[src/hw/mem_pkg.sv]
package mem_pkg;

  // Memory geometry
  localparam int MEM_DATA_W = 46;
  localparam int MEM_ADDR_W = 8;
  localparam int MEM_TILES  = (MEM_DATA_W + 7) / 8;  // Byte tiles, last one partial

  // APB side, word index + window bit + byte offset
  localparam int APB_ADDR_W = MEM_ADDR_W + 3;
  localparam int APB_DATA_W = 32;
  localparam int APB_STRB_W = APB_DATA_W / 8;

  // Master to slave
  typedef struct packed {
    logic                  psel;
    logic                  penable;
    logic                  pwrite;
    logic [APB_ADDR_W-1:0] paddr;
    logic [APB_DATA_W-1:0] pwdata;
    logic [APB_STRB_W-1:0] pstrb;
  } apb_req_t;

  // Slave to master
  typedef struct packed {
    logic [APB_DATA_W-1:0] prdata;
    logic                  pready;
    logic                  pslverr;
  } apb_rsp_t;

  // Bridge to tiled memory
  typedef struct packed {
    logic                  v;     // Access valid
    logic                  w;     // Write when high
    logic [MEM_ADDR_W-1:0] addr;
    logic [MEM_DATA_W-1:0] data;
    logic [MEM_TILES-1:0]  mask;  // One bit per byte tile
  } mem_req_t;

endpackage

[src/hw/apb_mem_bridge.sv]
module apb_mem_bridge #(
  parameter int DATA_WIDTH = mem_pkg::MEM_DATA_W,
  parameter int ADDR_WIDTH = mem_pkg::MEM_ADDR_W
) (
  input  logic                  clk_i,
  input  logic                  rst_n_i,
  input  mem_pkg::apb_req_t     apb_i,
  input  logic [DATA_WIDTH-1:0] mem_rdata_i,
  output mem_pkg::apb_rsp_t     apb_o,
  output mem_pkg::mem_req_t     mem_o
);

  import mem_pkg::*;

  localparam int HI_W     = DATA_WIDTH - APB_DATA_W;  // Bits behind the high window
  localparam int HI_TILES = MEM_TILES - APB_STRB_W;   // Tiles behind the high window

  logic                access;
  logic                aligned;
  logic                hi_sel;
  logic                wr_lo;
  logic                wr_hi;
  logic                rd_lo;
  logic                rd_hi;
  logic                rd_pend_q;     // Low read issued, data due this cycle
  logic [HI_W-1:0]     stage_data_q;
  logic [HI_TILES-1:0] stage_strb_q;
  logic [HI_W-1:0]     rd_latch_q;    // Upper bits of the last low read

  // Address and window decode
  assign access  = apb_i.psel & apb_i.penable;
  assign aligned = (apb_i.paddr[1:0] == 2'b00);
  assign hi_sel  = apb_i.paddr[2];

  assign wr_lo = access & aligned & apb_i.pwrite & ~hi_sel;
  assign wr_hi = access & aligned & apb_i.pwrite & hi_sel;
  assign rd_lo = access & aligned & ~apb_i.pwrite & ~hi_sel;
  assign rd_hi = access & aligned & ~apb_i.pwrite & hi_sel;

  // Low read waits one cycle for the SRAM
  always_ff @(posedge clk_i or negedge rst_n_i) begin
    if (!rst_n_i) begin
      rd_pend_q <= 1'b0;
    end else begin
      rd_pend_q <= rd_lo & ~rd_pend_q;
    end
  end

  // Staged strobes and the read latch
  always_ff @(posedge clk_i or negedge rst_n_i) begin
    if (!rst_n_i) begin
      stage_strb_q <= '0;
      rd_latch_q   <= '0;
    end else begin
      if (wr_hi) begin
        stage_strb_q <= apb_i.pstrb[HI_TILES-1:0];
      end else if (wr_lo) begin
        stage_strb_q <= '0;  // Consumed by the commit
      end
      if (rd_lo && rd_pend_q) begin
        rd_latch_q <= mem_rdata_i[DATA_WIDTH-1:APB_DATA_W];
      end
    end
  end

  // Staged high data, only meaningful where a strobe is set
  always_ff @(posedge clk_i) begin
    if (wr_hi) begin
      stage_data_q <= apb_i.pwdata[HI_W-1:0];
    end
  end

  // Memory request
  always_comb begin
    mem_o.v    = wr_lo | (rd_lo & ~rd_pend_q);
    mem_o.w    = apb_i.pwrite;
    mem_o.addr = apb_i.paddr[ADDR_WIDTH+2:3];
    mem_o.data = {stage_data_q, apb_i.pwdata};  // Commit staged high with low
    mem_o.mask = {stage_strb_q, apb_i.pstrb};
  end

  // APB response
  always_comb begin
    apb_o.pready  = access & ~(rd_lo & ~rd_pend_q);
    apb_o.pslverr = access & ~aligned;
    if (rd_lo && rd_pend_q) begin
      apb_o.prdata = mem_rdata_i[APB_DATA_W-1:0];
    end else if (rd_hi) begin
      apb_o.prdata = APB_DATA_W'(rd_latch_q);  // Zero-extended
    end else begin
      apb_o.prdata = '0;
    end
  end

  a_penable_with_psel: assert property (
    @(posedge clk_i) disable iff (!rst_n_i)
    !(apb_i.penable && !apb_i.psel)
  ) else $error("apb_mem_bridge: penable high without psel");

  // Master must hold the transfer through the wait state
  a_req_stable: assert property (
    @(posedge clk_i) disable iff (!rst_n_i)
    (access && !apb_o.pready) |=> $stable(apb_i)
  ) else $error("apb_mem_bridge: request changed while pready low");

endmodule

[config.mk]
export PLATFORM = sky130hd
export DESIGN_NAME = apb_mem_bridge
export DESIGN_NICKNAME = d
export VERILOG_FILES = /design/src/hw/mem_pkg.sv /design/src/hw/apb_mem_bridge.sv
export SDC_FILE = /design/constraint.sdc
export NUM_CORES = 1
export LEC_CHECK = 0
export BUFFER_PORTS_ARGS = -buffer_cell sky130_fd_sc_hd__buf_2
export CORE_MARGIN = 2
export CORE_UTILIZATION = 35
export DETAILED_ROUTE_END_ITERATION = 10
export PLACE_DENSITY_LB_ADDON = 0.2
export SYNTH_ARGS = -nofsm -noshare
export SYNTH_HDL_FRONTEND = slang
export SYNTH_SLANG_ARGS = --single-unit
[constraint.sdc]
create_clock -name clk_i -period 1.6 [get_ports clk_i]
set_input_delay 0.16 -clock clk_i [delete_from_list [all_inputs] [get_ports clk_i]]
set_output_delay 0.16 -clock clk_i [all_outputs]
set_load 0.01 [all_outputs]
-- After elaboration in Yosys (flattened, before gate mapping)
Cells that the tools add are included.
- flip-flop bits (word level): 31
- output and inout port bits: 96
- input port bits: 98
- bitwise operators: 17
- reductions and logical operators: 3
- mux-type cells: 4
- operators with widths (operator ; number):
    $mux 32 ; 1
    $mux 14 ; 1
    $and 1x1->1 ; 11
    $not 1->1 ; 5
    $mux 2 ; 2
    $logic_not 2->1 ; 1
    $reduce_bool 2->1 ; 1
    $logic_and 1x1->1 ; 1
    $or 1x1->1 ; 1

-- Depth between registers and ports, before layout
- depth after elaboration: 7
- depth in mapped cells: 5

-- Worst setup path before layout
Ideal clock, no wire load.
- kind: register to register
- from: register rd_pend_q
- to: register rd_latch_q[0]
- arrival: 1.305 ns
- buffers on the path: 2
- slack: 0.169 ns
- clock period less this slack: 1.431 ns
- stages on the path, launching flop included: 6
- path through: dfrtp_1 nor2b_2 and3_4 buf_6 buf_12 mux2_4
- word-level cells in the longest chain between the ends: 1
- RTL lines (what ; RTL line ; RTL):
    start, declared ; apb_mem_bridge.sv:25 ; logic rd_pend_q;
    start signal, assigned ; apb_mem_bridge.sv:45 ; rd_pend_q <= rd_lo & ~rd_pend_q;
    $logic_and 1x1->1 ; apb_mem_bridge.sv:60 ; if (rd_lo && rd_pend_q) begin
    end signal, assigned ; apb_mem_bridge.sv:61 ; rd_latch_q <= mem_rdata_i[DATA_WIDTH-1:APB_DATA_W];
    end, declared ; apb_mem_bridge.sv:28 ; logic [HI_W-1:0] rd_latch_q;
No other way between the ends.
A chain may end at the register's enable or synchronous reset.

==> parameters.txt <==
Parameter                              Value

Synthesis
  Proportion of register bits with asynchronous set or reset after synthesis ... 0.5484
  Area fraction in compound gates after synthesis ... 0.07525
  EDFF count, synth ... 14
  Warning count from the yosys run ... 0
  Synth cell count leaders ... sky130_fd_sc_hd__buf_4 (45), sky130_fd_sc_hd__and2_1 (18), sky130_fd_sc_hd__dfrtp_1 (17), sky130_fd_sc_hd__nor2_1 (17)
  Post-Syn Nets ... 263
  Cell type contributing the most total cell area after synthesis ... sky130_fd_sc_hd__dfrtp_1
  Synthesized-area fraction occupied by and/or/nand/nor cells ... 0.1376
  Multiplexer share of the synthesized area ... 0.1098
  Count of distinct cell types in the synthesized netlist ... 23
  Cells after synthesis ... 165
  Mean area per synthesized cell ... 11.18 µm²
  Post-synthesis register bit count ... 31
  Share of the synthesized area in the top cell type ... 0.2305
  Post-Synth XOR/XNOR Area ... 0
  Top-count cell post-synth ... sky130_fd_sc_hd__buf_4
  Post-Synth Adder-Cell Area ... 0
  Synth Flop Type ... sky130_fd_sc_hd__dfrtp_1
  Cell area after technology mapping ... 1846 µm²
  Top cells by area, synth ... sky130_fd_sc_hd__dfrtp_1 (23%), sky130_fd_sc_hd__edfxtp_1 (23%), sky130_fd_sc_hd__buf_4 (18%)
  Sequential fraction of the synthesis area ... 0.4583
  Main combinational cell family by area after synthesis ... buffers and inverters

Die
  Height of the chip ... ~77 µm
  Standard cell core area ... 5107 µm²
  Starting utilization of the core area ... 0.3613
  Count of standard-cell rows ... 26
  Die Wd ... 76.62 µm
  Die area ... a little under 6000 µm²
  Count of boundary I/O pins ... around 190

GRT
  Wire length of the first global-routing pass ... 6837 µm
  Grt total ovfl ... 0
  Pin count of the biggest net entering global routing ... 21
  Via count of the first global-routing pass ... 1391
  Gr usage total ... 0.1484
  Number of antenna violations at the first check in global routing ... 0

Flow run
  Max capacitance violation total ... 0

Clock network
  H-tree depth ... 2
  Clk root buf ... sky130_fd_sc_hd__clkbuf_8
  CTS tree ... done
  Later-pin clock latency in the skew report ... 0.28 ns
  Sink count of the clock tree ... 31
  Number of buffers on the longest clock path ... 2
  Clock buffers created by TritonCTS ... 5
  Post-CTS clock slew at the launch and capture registers of the worst setup and hold paths ... 0.07 ns

STA
  Setup skew after layout ... 0.004248 ns
  Setup repair after global routing missed its margin ... true
  Max Fclk ... 641.7 MHz
  Final worst path period need ... approximately 1.6 ns
  Final-report max-slew violation count ... 0
  Total count of hold-check failures in the final report ... 0
  Crit path setup slack, layout ... 0.04155 ns
  Number of setup violations in the final report ... 0
  Slew at the pin with the worst max-slew slack ... 0.4009 ns
  Portion of the clock cycle consumed by the worst path in the final layout ... 0.9740
  Min Hold Slack ... 0.06526 ns
  Tightest slew margin relative to the limit ... 0.7327

Setup path
  Kind of end point of the critical path ... output port
  R2R cell count ... 5
  Classification of the worst setup path ... register to output port
  Endpoint required time on the critical path ... approximately 1.4 ns
  Peak fanout along the critical path ... 5
  Critical Path AT ... 1.40 ns
  Setup slack of the worst register-to-register path ... 0.13 ns
  RR Endpoint ... rd_latch_q[13]
  Worst Setup Start Kind ... register
  Worst reg2reg startpoint ... rd_pend_q

Layout
  Total of fill cells in the finished design ... 493
  P&R area growth vs syn ... 34.85%
  Final instance area ... 2489 µm²
  Fraction of layout cells with a size suffix above 1 ... 0.6691
  Post-Route Utilization ... 0.4873
  Storage cell area ... 845.8 µm²
  Antenna Diode Count ... 0
  Multi-input combinational cell area ... between 600 and 700 µm²
  Final nets ... 369

Hold path
  Start point of the worst hold path ... apb_i[4]
  Path type of the worst min-delay path ... primary input to register
  Worst Hold Endpoint ... stage_data_q[0]
  Cell count of the worst hold path ... 1

Route
  Vias per std cell ... 4.424
  Detailed-route wire length ... roughly 4600 µm
  Via total after detailed routing ... 1513
  Routed wirelength normalized by instance count ... 13.37 µm
  Post-detailed-route count of antenna-violating nets ... 0
  Initial drt markers ... 46
  Remaining DRCs ... 0
  First-pass iteration count of the detailed router ... 4

Run status
  Status ... finished, final reports clean

Placed design
  Buffers added on ports ... 137
  Pre-CTS setup slack ... 0.1156 ns
  Dpl cell area ... between 2000 and 2500 µm²
  GP Congestion ... 0.7054
  Half-perimeter wire length after placement ... 3503 µm

Pwr
  PwrDens ... 655.2 nW/µm²
  P_leak ... about 1.3 nW
  Overall power of the completed layout ... between 1.5 and 2 mW
  Worst VDD drop ... 0.2969 mV
## critical path: stages, from the launching register on
cell,delay [ns]
sky130_fd_sc_hd__dfrtp_1,0.38
sky130_fd_sc_hd__nor2b_4,0.13
sky130_fd_sc_hd__and3_4,0.19
sky130_fd_sc_hd__buf_2,0.14
sky130_fd_sc_hd__and2_1,0.15
sky130_fd_sc_hd__buf_2,0.13
## cells in the final DEF, fill, tap and decap left out
cell,synthesis,layout
sky130_fd_sc_hd__and3_1,1,1
sky130_fd_sc_hd__nor3_1,1,1
sky130_fd_sc_hd__nand2_1,5,5
sky130_fd_sc_hd__dlygate4sd3_1,0,1
sky130_fd_sc_hd__inv_1,1,1
sky130_fd_sc_hd__a211oi_1,1,1
sky130_fd_sc_hd__mux2_4,12,12
sky130_fd_sc_hd__nand4bb_1,1,1
sky130_fd_sc_hd__buf_2,0,133
sky130_fd_sc_hd__buf_4,45,10
sky130_fd_sc_hd__mux2_2,2,2
sky130_fd_sc_hd__o21ai_0,4,4
sky130_fd_sc_hd__buf_12,1,1
sky130_fd_sc_hd__and2_1,18,13
sky130_fd_sc_hd__dfrtp_1,17,17
sky130_fd_sc_hd__nor2b_4,0,1
sky130_fd_sc_hd__edfxtp_1,14,14
sky130_fd_sc_hd__nor2_1,17,17
sky130_fd_sc_hd__and2_4,0,5
sky130_fd_sc_hd__clkbuf_8,0,5
sky130_fd_sc_hd__and3_4,1,1
sky130_fd_sc_hd__and4bb_4,1,1
sky130_fd_sc_hd__a22oi_1,14,13
sky130_fd_sc_hd__a22oi_2,0,1
sky130_fd_sc_hd__clkinv_2,0,3
sky130_fd_sc_hd__buf_6,2,7
sky130_fd_sc_hd__a31oi_1,1,1
## routing by layer
metal	vias to the layer above	track usage	part of all wire
met1	680	0.1664	0.36
met3	24	0.03910	0.079
li1	726	-	-
met4	0	0.08000	0.031
met2	83	0.2566	0.53
met5	-	0	0
## stage by stage
stage	instances	setup TNS [ns]
after floorplan	165	0
after global placement	328	0
after detailed placement	328	0
after CTS	340	0
after global routing	342	-0.1777
final	342	0
## power breakdown
| group | internal, mW | switching, mW | leakage (nW) |
|---|---|---|---|
| clock | 0.297 | 0.282 | 0.0477 |
| sequential | 0.848 | 0.00573 | 0.362 |
| combinational | 0.104 | 0.0938 | 0.887 |
| total | 1.25 | 0.381 | 1.30 |
## logic make-up after synthesis
| logic type | after synthesis |
|---|---|
| multiplexers | 14 |
| buffers and inverters | 54 |
| flip-flops | 31 |
| AO/OA/AOI/OAI | 20 |
| AND/OR/NAND/NOR | 46 |
## sequential cells by signal, summed over array words and instances (netlist names)
signal        cells
rd_latch_q       14
rd_pend_q         1
stage_data_q     14
stage_strb_q      2
## final cells by class
cell class / count / share of cell area
clock buffers: 5 / 0.02765
clock inverters: 3 / 0.006033
inverters: 1 / 0.001508
multi-input cells: 80 / 0.2484
flip-flops and latches: 31 / 0.3399
well taps: 70 / 0.03519
repair buffers: 152 / 0.3414
## worst max path at each step
stage / start / endpoint / slack, ns / depth (start not counted)
4_1_cts: rd_pend_q / apb_o[16] / 0.008 / 5
5_1_grt: rd_pend_q / apb_o[14] / -0.02 / 5
3_5_place_dp: apb_i[36] / rd_latch_q[13] / 0.12 / 5
2_1_floorplan: rd_pend_q / rd_latch_q[0] / 0.17 / 5
6_report: rd_pend_q / apb_o[22] / 0.04 / 5
3_3_place_gp: apb_i[36] / rd_latch_q[12] / 0.14 / 5
## timing repair
action | CTS | global route
hold endpoints to repair | 17 | 0
endpoints found under the setup margin | 18 | 27
setup buffers | 3 | 1
hold buffers | 1 | 0
gates resized for setup | 2 | 12
gates cloned | 0 | 1
pin swaps | 1 | 1
(Power assumes the default switching activity.)
